`config.mk`:
```
export PLATFORM = sky130hd
export DESIGN_NAME = mem_stage
export DESIGN_NICKNAME = d
export VERILOG_FILES = /design/src/verilog/lsu_pkg.sv /design/src/verilog/load_align.sv /design/src/verilog/lsu_issue.sv /design/src/verilog/mem_stage.sv /design/src/verilog/store_format.sv
export VERILOG_INCLUDE_DIRS = /design/src /design/src/verilog
export SDC_FILE = /design/constraint.sdc
export NUM_CORES = 1
export LEC_CHECK = 0
export ABC_AREA = 1
export BUFFER_PORTS_ARGS = -buffer_cell sky130_fd_sc_hd__buf_4
export CORE_AREA = 2 2 158 160
export CTS_CLUSTER_SIZE = 14
export DETAILED_ROUTE_END_ITERATION = 7
export DIE_AREA = 0 0 160 162
export GPL_ROUTABILITY_DRIVEN = 0
export MAX_ROUTING_LAYER = met4
export PLACE_DENSITY = 0.66
export SYNTH_ARGS = -nofsm -noshare
export SYNTH_HDL_FRONTEND = slang
export SYNTH_SLANG_ARGS = --single-unit
```
`constraint.sdc`:
```
create_clock -name clk -period 2.3 [get_ports clk]
set_clock_uncertainty 0.2 [all_clocks]
set_input_delay 0.345 -clock clk [delete_from_list [all_inputs] [get_ports clk]]
set_output_delay 0.345 -clock clk [all_outputs]
set_load 0.02 [all_outputs]
```
`src/verilog/lsu_config.svh`:
```
`ifndef LSU_CONFIG_SVH
`define LSU_CONFIG_SVH

// width of a data word and of an address
`define LSU_XLEN 64

// address phases that may wait for their data phase at the same time
`define LSU_MAX_OUTSTANDING 2

// addresses at or above this go through the cached path
`define LSU_CACHEABLE_BASE 64'h0000_0000_8000_0000

`endif

```
`src/verilog/lsu_pkg.sv`:
```
`include "lsu_config.svh"

package lsu_pkg;

	typedef logic [`LSU_XLEN-1:0]   xlen_t;
	typedef logic [`LSU_XLEN/8-1:0] strb_t;   // one bit per byte lane
	typedef logic [1:0]             mem_size_t; // 0 byte, 1 half, 2 word, 3 double

	typedef struct packed {
		logic      write;
		logic      sign;
		mem_size_t size;
		xlen_t     addr;
		xlen_t     wdata;   // store data sits unshifted in the low bytes
	} mem_req_t;

	typedef struct packed {
		logic  write;
		logic  cacheable;
		xlen_t addr;
		strb_t strb;
		xlen_t wdata;       // already placed in its byte lanes
	} bus_req_t;

	typedef struct packed {
		logic      write;
		logic      sign;
		mem_size_t size;
		logic [2:0] offset;
	} inflight_t;

	typedef struct packed {
		logic  write;
		xlen_t rdata;       // zero for stores
	} mem_resp_t;

	typedef enum logic [1:0] {IDLE, BUSY, FULL} issue_state_e;

endpackage

```
`src/verilog/load_align.sv`:
```
`include "lsu_config.svh"

module load_align (
	input  logic               clk,
	input  logic               reset,
	input  logic               data_ok,
	input  lsu_pkg::xlen_t     bus_rdata,
	input  lsu_pkg::inflight_t head,
	output logic               resp_valid,
	output lsu_pkg::mem_resp_t resp
);
	import lsu_pkg::*;

	localparam int XLEN = `LSU_XLEN;

	logic [5:0] bit_shift;
	xlen_t      shifted;
	xlen_t      extended;
	logic       fill;
	mem_resp_t  resp_next;

	assign bit_shift = {head.offset, 3'b000};
	assign shifted = bus_rdata >> bit_shift;   // bring the addressed lane down to byte zero

	always_comb begin
		fill = 1'b0;
		extended = shifted;
		case (head.size)
			2'd0: begin
				fill = head.sign & shifted[7];
				extended = {{(XLEN - 8){fill}}, shifted[7:0]};
			end
			2'd1: begin
				fill = head.sign & shifted[15];
				extended = {{(XLEN - 16){fill}}, shifted[15:0]};
			end
			2'd2: begin
				fill = head.sign & shifted[31];
				extended = {{(XLEN - 32){fill}}, shifted[31:0]};
			end
			default: begin
				extended = shifted;   // a full word needs no extension
			end
		endcase
	end

	always_comb begin
		resp_next.write = head.write;
		resp_next.rdata = head.write ? '0 : extended;
	end

	always_ff @(posedge clk) begin
		if (reset) begin
			resp_valid <= 1'b0;
		end else begin
			resp_valid <= data_ok;
		end
	end

	// writeback samples resp with the pulse, it holds until the next data phase
	always_ff @(posedge clk) begin
		if (data_ok) begin
			resp <= resp_next;
		end
	end

endmodule

```
`src/verilog/lsu_issue.sv`:
```
`include "lsu_config.svh"

module lsu_issue (
	input  logic               clk,
	input  logic               reset,
	input  logic               req_valid,
	output logic               req_ready,
	input  lsu_pkg::mem_req_t  req,
	input  lsu_pkg::strb_t     strb,
	input  lsu_pkg::xlen_t     wdata,
	output logic               bus_req_valid,
	input  logic               addr_ok,
	output lsu_pkg::bus_req_t  bus_req,
	input  logic               data_ok,
	output lsu_pkg::inflight_t head
);
	import lsu_pkg::*;

	localparam int DEPTH = `LSU_MAX_OUTSTANDING;
	localparam int PTR_W = (DEPTH > 1) ? $clog2(DEPTH) : 1;
	localparam int CNT_W = $clog2(DEPTH + 1);

	issue_state_e     state;
	issue_state_e     state_next;
	logic [CNT_W-1:0] count;
	logic [PTR_W-1:0] wr_ptr;
	logic [PTR_W-1:0] rd_ptr;
	inflight_t        queue [DEPTH];
	inflight_t        push_rec;
	logic             room;
	logic             push;
	logic             pop;

	// circular pointer step that also works for depths that are not a power of two
	function automatic logic [PTR_W-1:0] ptr_next(input logic [PTR_W-1:0] ptr);
		logic [PTR_W-1:0] nxt;
		if (ptr == PTR_W'(DEPTH - 1)) begin
			nxt = '0;
		end else begin
			nxt = ptr + 1'b1;
		end
		return nxt;
	endfunction

	// a data phase ending this cycle frees a slot for a handshake in the same cycle
	assign room = (state != FULL) | data_ok;

	assign bus_req_valid = req_valid & room;
	assign req_ready = addr_ok & room;   // execute transfer and address handshake coincide

	assign push = bus_req_valid & addr_ok;
	assign pop = data_ok;                // the bus never signals data_ok with nothing outstanding

	always_comb begin
		bus_req.write = req.write;
		bus_req.cacheable = req.addr >= `LSU_CACHEABLE_BASE;
		bus_req.addr = req.addr;
		bus_req.strb = strb;
		bus_req.wdata = wdata;
	end

	// what the load aligner needs to know once the data comes back
	always_comb begin
		push_rec.write = req.write;
		push_rec.sign = req.sign;
		push_rec.size = req.size;
		push_rec.offset = req.addr[2:0];
	end

	always_comb begin
		state_next = state;
		case (state)
			IDLE: begin
				if (push) begin
					state_next = (DEPTH == 1) ? FULL : BUSY;
				end
			end
			BUSY: begin
				if (push && !pop && count == CNT_W'(DEPTH - 1)) begin
					state_next = FULL;
				end else if (pop && !push && count == CNT_W'(1)) begin
					state_next = IDLE;
				end
			end
			FULL: begin
				if (pop && !push) begin
					state_next = (DEPTH == 1) ? IDLE : BUSY;
				end
			end
			default: begin
				state_next = IDLE;
			end
		endcase
	end

	always_ff @(posedge clk) begin
		if (reset) begin
			state <= IDLE;
			count <= '0;
			wr_ptr <= '0;
			rd_ptr <= '0;
		end else begin
			state <= state_next;
			if (push) begin
				wr_ptr <= ptr_next(wr_ptr);
			end
			if (pop) begin
				rd_ptr <= ptr_next(rd_ptr);
			end
			case ({push, pop})
				2'b10: count <= count + 1'b1;
				2'b01: count <= count - 1'b1;
				default: count <= count;   // both or neither leave the count alone
			endcase
		end
	end

	// when full, a push and a pop in one cycle share the slot, the head is read before it is overwritten
	always_ff @(posedge clk) begin
		if (push) begin
			queue[wr_ptr] <= push_rec;
		end
	end

	assign head = queue[rd_ptr];

endmodule

```
`src/verilog/mem_stage.sv`:
```
module mem_stage (
	input  logic               clk,
	input  logic               reset,
	input  logic               req_valid,
	output logic               req_ready,
	input  lsu_pkg::mem_req_t  req,
	output logic               bus_req_valid,
	input  logic               addr_ok,
	output lsu_pkg::bus_req_t  bus_req,
	input  logic               data_ok,
	input  lsu_pkg::xlen_t     bus_rdata,
	output logic               resp_valid,
	output lsu_pkg::mem_resp_t resp
);
	import lsu_pkg::*;

	strb_t     fmt_strb;
	xlen_t     fmt_wdata;
	inflight_t head;

	store_format format_i (
		.req   (req),
		.strb  (fmt_strb),
		.wdata (fmt_wdata)
	);

	lsu_issue issue_i (
		.clk           (clk),
		.reset         (reset),
		.req_valid     (req_valid),
		.req_ready     (req_ready),
		.req           (req),
		.strb          (fmt_strb),
		.wdata         (fmt_wdata),
		.bus_req_valid (bus_req_valid),
		.addr_ok       (addr_ok),
		.bus_req       (bus_req),
		.data_ok       (data_ok),
		.head          (head)
	);

	// head is the oldest request still waiting for its data phase
	load_align align_i (
		.clk        (clk),
		.reset      (reset),
		.data_ok    (data_ok),
		.bus_rdata  (bus_rdata),
		.head       (head),
		.resp_valid (resp_valid),
		.resp       (resp)
	);

endmodule

```
`src/verilog/store_format.sv`:
```
module store_format (
	input  lsu_pkg::mem_req_t req,
	output lsu_pkg::strb_t    strb,
	output lsu_pkg::xlen_t    wdata
);
	import lsu_pkg::*;

	logic [2:0] offset;
	logic [5:0] bit_shift;
	strb_t      run;

	// the requester aligns the access, so the low bits are taken as given
	assign offset = req.addr[2:0];
	assign bit_shift = {offset, 3'b000};

	// a run of ones as long as the access, starting at lane zero
	always_comb begin
		case (req.size)
			2'd0: begin
				run = 8'h01;
			end
			2'd1: begin
				run = 8'h03;
			end
			2'd2: begin
				run = 8'h0f;
			end
			default: begin
				run = 8'hff;
			end
		endcase
	end

	// loads get a strobe as well, the bus uses it to pick the bytes read
	assign strb = run << offset;

	// move each store byte into the lane that its address selects
	assign wdata = req.wdata << bit_shift;

endmodule
```
======== Word level (Yosys, flattened, before mapping) ========
Memories as Yosys holds them, arrays and structs flattened. A register that Yosys moved wholly into a read port is not among the register bits.
Cells that the tools add are included.
cells by class
  $add $sub $neg .......................... 4
  $lt $le $gt $ge ......................... 1
  reductions and logical operators ........ 11
  shifts and indexed selects .............. 3
  bitwise logic cells ..................... 7
  muxes and demuxes ....................... 14
  eq/ne operators ......................... 13
operators with widths
  operator                                                                               count
  64-bit case mux with 3 select lines                                                    1
  64-bit by 32-bit greater-or-equal comparator with 1-bit output, second input constant  1
  64-bit by 6-bit left shift with 64-bit output                                          1
  64-bit by 6-bit right shift with 64-bit output                                         1
  8-bit case mux with 3 select lines                                                     1
  2-bit by 1-bit == test with 1-bit output, second input constant                        5
  2-bit == test, second input constant                                                   4
  2-bit 2-to-1 mux                                                                       4
  8-bit by 3-bit left shift with 8-bit output                                            1
  1-bit bitwise AND                                                                      6
  2-bit zero test                                                                        3
  1-bit 2-to-1 mux                                                                       6
  2-bit case mux with 3 select lines                                                     1
  1-bit logical AND                                                                      4
  2-bit by 1-bit inequality test with 1-bit output, second input constant                2
  2-bit case mux with 2 select lines                                                     1
  3-bit by 1-bit inequality test with 1-bit output, second input constant                1
  3-bit AND reduction                                                                    1
  1-bit adder, second input constant                                                     2
  2-bit by 1-bit adder with 2-bit output, second input constant                          1
  1-bit zero test                                                                        2
  2-bit inequality test, second input constant                                           1
  2-bit nonzero test                                                                     1
  2-bit by 1-bit subtractor with 2-bit output, second input constant                     1
  1-bit OR                                                                               1
storage, ports and cells
  output and inout port bits .............. 206
  register bits after elaboration ......... 72
  word-level logic and storage cells ...... 61
  memory bits (writable) .................. 14
  memories kept ........................... 1
  input bits .............................. 201
memory list
  memory         words  width  read ports  clocked after memory_dff  write ports  RTL line         source
  issue_i.queue  2      7      1           1                         1            lsu_issue.sv:28  inflight_t queue [DEPTH];

======== Depth between registers and ports, before layout ========
Gate-level depths: netlist of the first run.
  depth in word-level cells ............... 10
  depth in mapped cells ................... 15
  depth with buffers taken out ............ 13

======== Hierarchy ========
Synthesis of the first run repeated with hierarchy kept, for this count alone.
second synthesis, totals
  cell total of the unflattened synthesis .. 1331
  area, all modules ....................... 8605.8 sq um
modules (own cells, without submodules)
  module        instances  cells an instance  area an instance (sq um)
  load_align    1          621                4493.1
  store_format  1          473                2073.2
  lsu_issue     1          237                2039.5

======== Least setup slack after synthesis of the first run ========
No wires, ideal clock.
  path type ............................... input to output
  start point ............................. input port req[64] (netlist name)
  end point ............................... output port bus_req[50] (netlist name)
  slack ................................... 0.065 ns
  stages .................................. 7
  path buffers ............................ 3
  data arrival time ....................... 1.690 ns
  required time ........................... 1.755 ns
  cells stage by stage .................... clkbuf_1 > buf_2 > buf_2 > nand2_1 > nand3_1 > o21ai_0 > o21ai_0
RTL lines
  item             RTL line        source
  start, declared  mem_stage.sv:6  input lsu_pkg::mem_req_t req,
  end, declared    mem_stage.sv:9  output lsu_pkg::bus_req_t bus_req,

==> flow_summary.ini, run 1 <==
[power_and_ir_drop]
pwr_density_cell_nw_per_um2 = 543
power.leakage_nw = 5.61
power_mw = 5.92
ir_drop_v = 0.000403

[sta]
report.final.slew_viol_count = 0
slew_headroom_pct = 53.4
fmax_ghz = 0.456
min_period_ns = 2.19
setup_viol = 0
worst_pin_slew_ns = 0.697
timing.final.crit_share_pct = 95.3
final_hold_viol_count = 0
fin_ws_ns = 0.109

[floorplanning]
dieArea_um2 = 25900
start_util_pct = 32.4
coreArea_um2 = 24100
placementRows = 57
die_x_um = 160
die_height_um = 162
boundaryPins = 407

[setup_path]
cp-end-kind = register
critPathMaxStageDelay_ns = 0.34
startpoint_type = register
crit_path_cell_trace = buf_4, nand2_1, nand2_2, buf_12, nand2_1, o21ai_0, o211ai_1, nand3_1, a21oi_1
crit_required_ns = 2.28
arrival_ns = 2.17
cpMaxStageDelayCell = dfxtp_2
crit_top_cell = nand2_1
crit_fanout = 25
criticalPathCategory = register to register

[job]
maxCapViolations = 0

[grt]
grt_max_degree = 64
global_route.usage.met3_pct = 4.34
antenna_found_initial = 3
grt_pass1_vias = 8538
grt_usage_pct = 22.8
overflow = 0
grt_pass1_wl_mm = 45.2
grt-busiest-layer = met2
met1_usage_pct = 26.6
grt_util_met2_pct = 38.1

[routing]
vias = 9095
drt_iter0_markers = 768
ant_nets = 0
first_pass_iters = 5
drt-total-wl_mm = 30.5
avgViaCountPerCell = 5.14
drc = 0
wl_per_cell_um = 17.2

[layout]
fin_util_pct = 45.2
fillers = 2541
fin_nets = 1642
drive_gt1_share_pct = 31.1
synthToLayoutAreaGrowth_pct = 39.4
final_common_cell = buf_4
layout_common_cells = 387 x buf_4, 329 x nand2_1, 110 x inv_1

[clocking]
cts_made_buffers = 9
root_buffer = clkbuf_16
clock_sinks = 87
htree_num_levels = 3
path_clk_slew_ns = 0.06
clockBufferDepth = 2
cts_tree = built
post_cts_buffers = 0
clock_insertion_delay_worst_skew_ns = 0.35

[place]
place_hpwl_mm = 23.4
io_buffers = 350
dp_slack_ns = -0.123

[hold_path]
min_path_type = primary input to register

[synthesis]
synth_cells = 1171
synth_seq_cells = 87
synth_area_per_cell_um2 = 6.68
synth_nets = 1375
ys_warn_count = 0
synth_cell_type_count = 37
netlist_area_um2 = 7820
synth-seq-area-share_pct = 32.4

[outcome]
status = finished clean
[registers in the layout (all words and copies together) (netlist names), named ones only]
signal,flops
issue_i.wr_ptr,1
issue_i.count,2
issue_i.queue,14
align_i.resp,65
align_i.resp_valid,1
issue_i.state,2
issue_i.rd_ptr,1
[final cells by class]
cell class / count / area [um^2] / area share [%]
multi-input cells: 816 / 3980 / 36.5
repair buffers: 405 / 3240 / 29.7
flip-flops and latches: 87 / 2530 / 23.2
inverters: 119 / 455 / 4.18
well taps: 324 / 405 / 3.72
clock buffers: 9 / 225 / 2.07
clock inverters: 7 / 56.3 / 0.517
diodes: 3 / 7.51 / 0.0689
[Yosys cell counts]
| cell type | number | area [um^2] |
|---|---|---|
| buf_1 | 12 | 45.0 |
| inv_4 | 1 | 6.26 |
| inv_2 | 5 | 18.8 |
| mux2i_1 | 23 | 230 |
| dfxtp_1 | 8 | 160 |
| nand2_1 | 332 | 1250 |
| clkinv_2 | 1 | 5.00 |
| nand2_4 | 3 | 33.8 |
| o22ai_1 | 13 | 81.3 |
| nand2_2 | 6 | 37.5 |
| inv_1 | 110 | 413 |
| o211ai_1 | 25 | 188 |
| nor4_1 | 8 | 50.1 |
| nand3b_1 | 2 | 15.0 |
| xor2_1 | 1 | 8.76 |
| xnor2_1 | 2 | 17.5 |
| clkbuf_1 | 29 | 109 |
| a22oi_1 | 2 | 15.0 |
| or3_1 | 1 | 6.26 |
| nand3_4 | 1 | 17.5 |
| a21oi_1 | 32 | 160 |
| buf_6 | 3 | 33.8 |
| or2_2 | 1 | 6.26 |
| nor2_1 | 77 | 289 |
| nand4_1 | 43 | 269 |
| nor3b_1 | 1 | 7.51 |
| o21ai_0 | 116 | 581 |
| edfxtp_1 | 79 | 2370 |
| clkinv_1 | 2 | 7.51 |
| buf_4 | 73 | 548 |
| nand3_1 | 100 | 500 |
| o21ai_1 | 18 | 90.1 |
| nand3_2 | 3 | 30.0 |
| ha_1 | 3 | 37.5 |
| nand4_2 | 1 | 12.5 |
| buf_2 | 32 | 160 |
| nor2_2 | 2 | 12.5 |
[repair_timing]
action / 4_1_cts / 5_1_grt
hold endpoints to repair: 4 / 0
pin swaps: 0 / 3
gates cloned: 1 / 1
endpoints found under the setup margin: 35 / 73
resized for setup: 2 / 20
hold buffers: 2 / 0
[worst paths after layout]
check	startpoint	end	slack, ns	cells after the start
worst min register to register	issue_i.rd_ptr	issue_i.rd_ptr	0.32	2
worst max register to register	register	align_i.resp[8]	0.11	9
worst max-delay path	register	align_i.resp[8]	0.11	9
worst min-delay path	req[129]	issue_i.queue[1][4]	0.01	1
[per-stage QoR]
stage	TNS [ns]	cells	hold slack, ns	area, um^2
floorplan	0	1171	0.244	7820
global placement	-1.47	1747	0.294	10500
detailed placement	-2.13	1747	0.303	10500
CTS	0	1766	0.00781	10800
global route	-0.00373	1770	0.00755	10900
finish	0	1770	0.0106	10900
[power by group]
group	internal, mW	total, mW	leakage, nW	switching [mW]
clock network	0.745	1.42	0.132	0.671
logic	1.03	2.55	4.62	1.53
registers	1.90	1.95	0.862	0.0516
[cells by family after synthesis]
group / Yosys count / share of synthesized area, %
AND/OR/NAND/NOR: 581 / 32.4
flip-flops: 87 / 32.4
adder cells (fa/ha/maj): 3 / 0.480
XOR/XNOR: 3 / 0.336
buffers and inverters: 268 / 17.2
multiplexers: 23 / 2.94
AO/OA/AOI/OAI: 206 / 14.3
[critical path, delay by kind of cell (launching register included)]
| kind | cells | cell delay [ns] |
|---|---|---|
| AO/OA/AOI/OAI | 3 | 0.62 |
| flip-flops | 1 | 0.34 |
| buffers and inverters | 2 | 0.34 |
| AND/OR/NAND/NOR | 4 | 0.51 |
[metal layers]
metal	part of all wire [%]	wire length (um)
met1	39	11900
met2	50	15100
met3	7.9	2400
met4	3.6	1090
met5	0	0
No activity file was read; power rests on OpenSTA's default activity.
==> run 2: changes to the inputs <==
- BUFFER_PORTS_ARGS: -buffer_cell sky130_fd_sc_hd__buf_4 -> -buffer_cell sky130_fd_sc_hd__buf_2
- MAX_ROUTING_LAYER: met4 -> unset
==> run 2 against run 1 <==
  * Maximum frequency is 4.2% lower
  * Highest routed layer unchanged
  * Sequential power hardly changed
  * Combinational power is 9.0% lower
  * Largest power group unchanged
  * Clock-buffer cell count is 2 higher
  * Register-to-register slack better by 0.03 ns
  * Largest cell class unchanged
  * Critical path type is now primary input to output pin
  * Utilization is 3.5 points lower
  * Sequential cell count stayed put
  * Total power is 2.7% lower
==> flow_summary.ini, run 2 (synthesis gave the netlist of run 1 again) <==
[clocking]
cts_tree = built
cts_made_buffers = 9
htree_num_levels = 3
root_buffer = clkbuf_16
path_clk_slew_ns = 0.06
post_cts_buffers = 0
clock_sinks = 87
clockBufferDepth = 2
clock_insertion_delay_worst_skew_ns = 0.35

[sta]
final_hold_viol_count = 0
setup_viol = 0
fin_ws_ns = 0.0123
slew_headroom_pct = 49.7
whs_ns = 0.0243
min_period_ns = 2.29
worst_pin_slew_ns = 0.753
report.final.slew_viol_count = 0
timing.final.crit_share_pct = 99.5
fmax_ghz = 0.437

[layout]
largest_register_ffs = 65
largest_register = align_i.resp
layout_common_cells = 349 x buf_2, 329 x nand2_1, 109 x inv_1
reg_top3 = align_i.resp x65, issue_i.queue x14
fin_nets = 1641
synthToLayoutAreaGrowth_pct = 28.7
drive_gt1_share_pct = 31.6
final_common_cell = buf_2

[floorplanning]
dieArea_um2 = 25900
coreArea_um2 = 24100
placementRows = 57
boundaryPins = 407
die_x_um = 160
start_util_pct = 32.4
die_height_um = 162

[grt]
grt_pass1_vias = 8379
antenna_found_initial = 6
grt_max_degree = 75
grt_usage_pct = 21.5
overflow = 0
grt_pass1_wl_mm = 44.2

[power_and_ir_drop]
power.leakage_nw = 5.37
pwr_density_cell_nw_per_um2 = 572
ir_drop_v = 0.000380

[place]
io_buffers = 350
place_hpwl_mm = 22.8
dp_slack_ns = -0.136

[setup_path]
startpoint_type = primary input
ff2ff_setup_slack_ns = 0.14
criticalPathCategory = primary input to output pin
critPathMaxStageDelay_ns = 0.32
crit_buf_inv = 4
crit_fanout = 24
critPathTopFamily = buffers and inverters
crit_top_cell = buf_2
cp-end-kind = output pin
crit_required_ns = 1.75
crit_path_cell_trace = buf_2, buf_4, buf_12, nor2_1, nand2_2, o21ai_0, buf_2
arrival_ns = 1.74
cpMaxStageDelayCell = o21ai_0

[routing]
drc = 0
wl_per_cell_um = 16.7
ant_nets = 0
first_pass_iters = 6
avgViaCountPerCell = 5.19
drt-total-wl_mm = 29.6
vias = 9187
drt_iter0_markers = 915

[hold_path]
min_path_type = primary input to register

[outcome]
status = finished clean

[job]
maxCapViolations = 0
## run 2: where the power goes
| group | total, mW | internal, mW | switching [mW] |
|---|---|---|---|
| Sequential | 1.94 | 1.90 | 0.0443 |
| Clock | 1.50 | 0.874 | 0.624 |
| Combinational | 2.32 | 0.798 | 1.52 |
| Total | 5.76 | 3.57 | 2.19 |
## run 2: repair_timing
action	CTS	global route
hold endpoints to repair	2	0
cloned	0	2
setup endpoints to repair	52	66
gates resized for setup	8	27
pin swaps	0	1
hold buffers	1	0
## run 2: metal layers
layer | GRT usage (%) | vias up | share of wire, %
li1 | - | 4385 | -
met1 | 26.3 | 4166 | 39
met2 | 37.6 | 563 | 49
met3 | 3.37 | 73 | 8.6
met4 | 9.05 | 0 | 3.8
met5 | 0 | - | 0
## run 2: final timing paths
path	depth (start not counted)	to	start
hold reg to reg	2	issue_i.count[0]	issue_i.count[0]
setup reg to reg	9	align_i.resp[9]	register
setup / recovery	7	bus_req[33]	req[64]
hold / removal	1	issue_i.queue[0][6]	req[131]
## run 2: area by class of cell
cell class / instances / area [um^2]
Fill cell: 2577 / 14000
Multi-Input combinational cell: 816 / 4000
Sequential cell: 87 / 2540
Timing Repair Buffer: 404 / 2350
Inverter: 119 / 458
Tap cell: 324 / 405
Clock buffer: 11 / 243
Clock inverter: 5 / 57.6
Antenna cell: 5 / 12.5
## run 2: worst reg2reg max path: stages, from the launching register on
cell and delay (ns):
dfxtp_4 0.37, buf_4 0.15, nand2_1 0.13, nand2_2 0.12, buf_12 0.19, nand2_1 0.08
o21ai_0 0.10, o211ai_1 0.27, nand3_1 0.19, a21oi_2 0.20
## run 2: per-stage QoR
stage / cell area [um^2] / util, % / instances / setup TNS, ns / power, mW
finish: 10100 / 41.8 / 1771 / 0 / 5.76
global route: 10100 / 41.8 / 1771 / -0.0126 / 6.06
CTS: 9930 / 41.2 / 1764 / 0 / 5.71
detailed placement: 9600 / 39.8 / 1747 / -3.38 / 4.21
global placement: 9600 / 39.8 / 1747 / -1.67 / 4.20
floorplan: 7820 / - / 1171 / 0 / 3.49
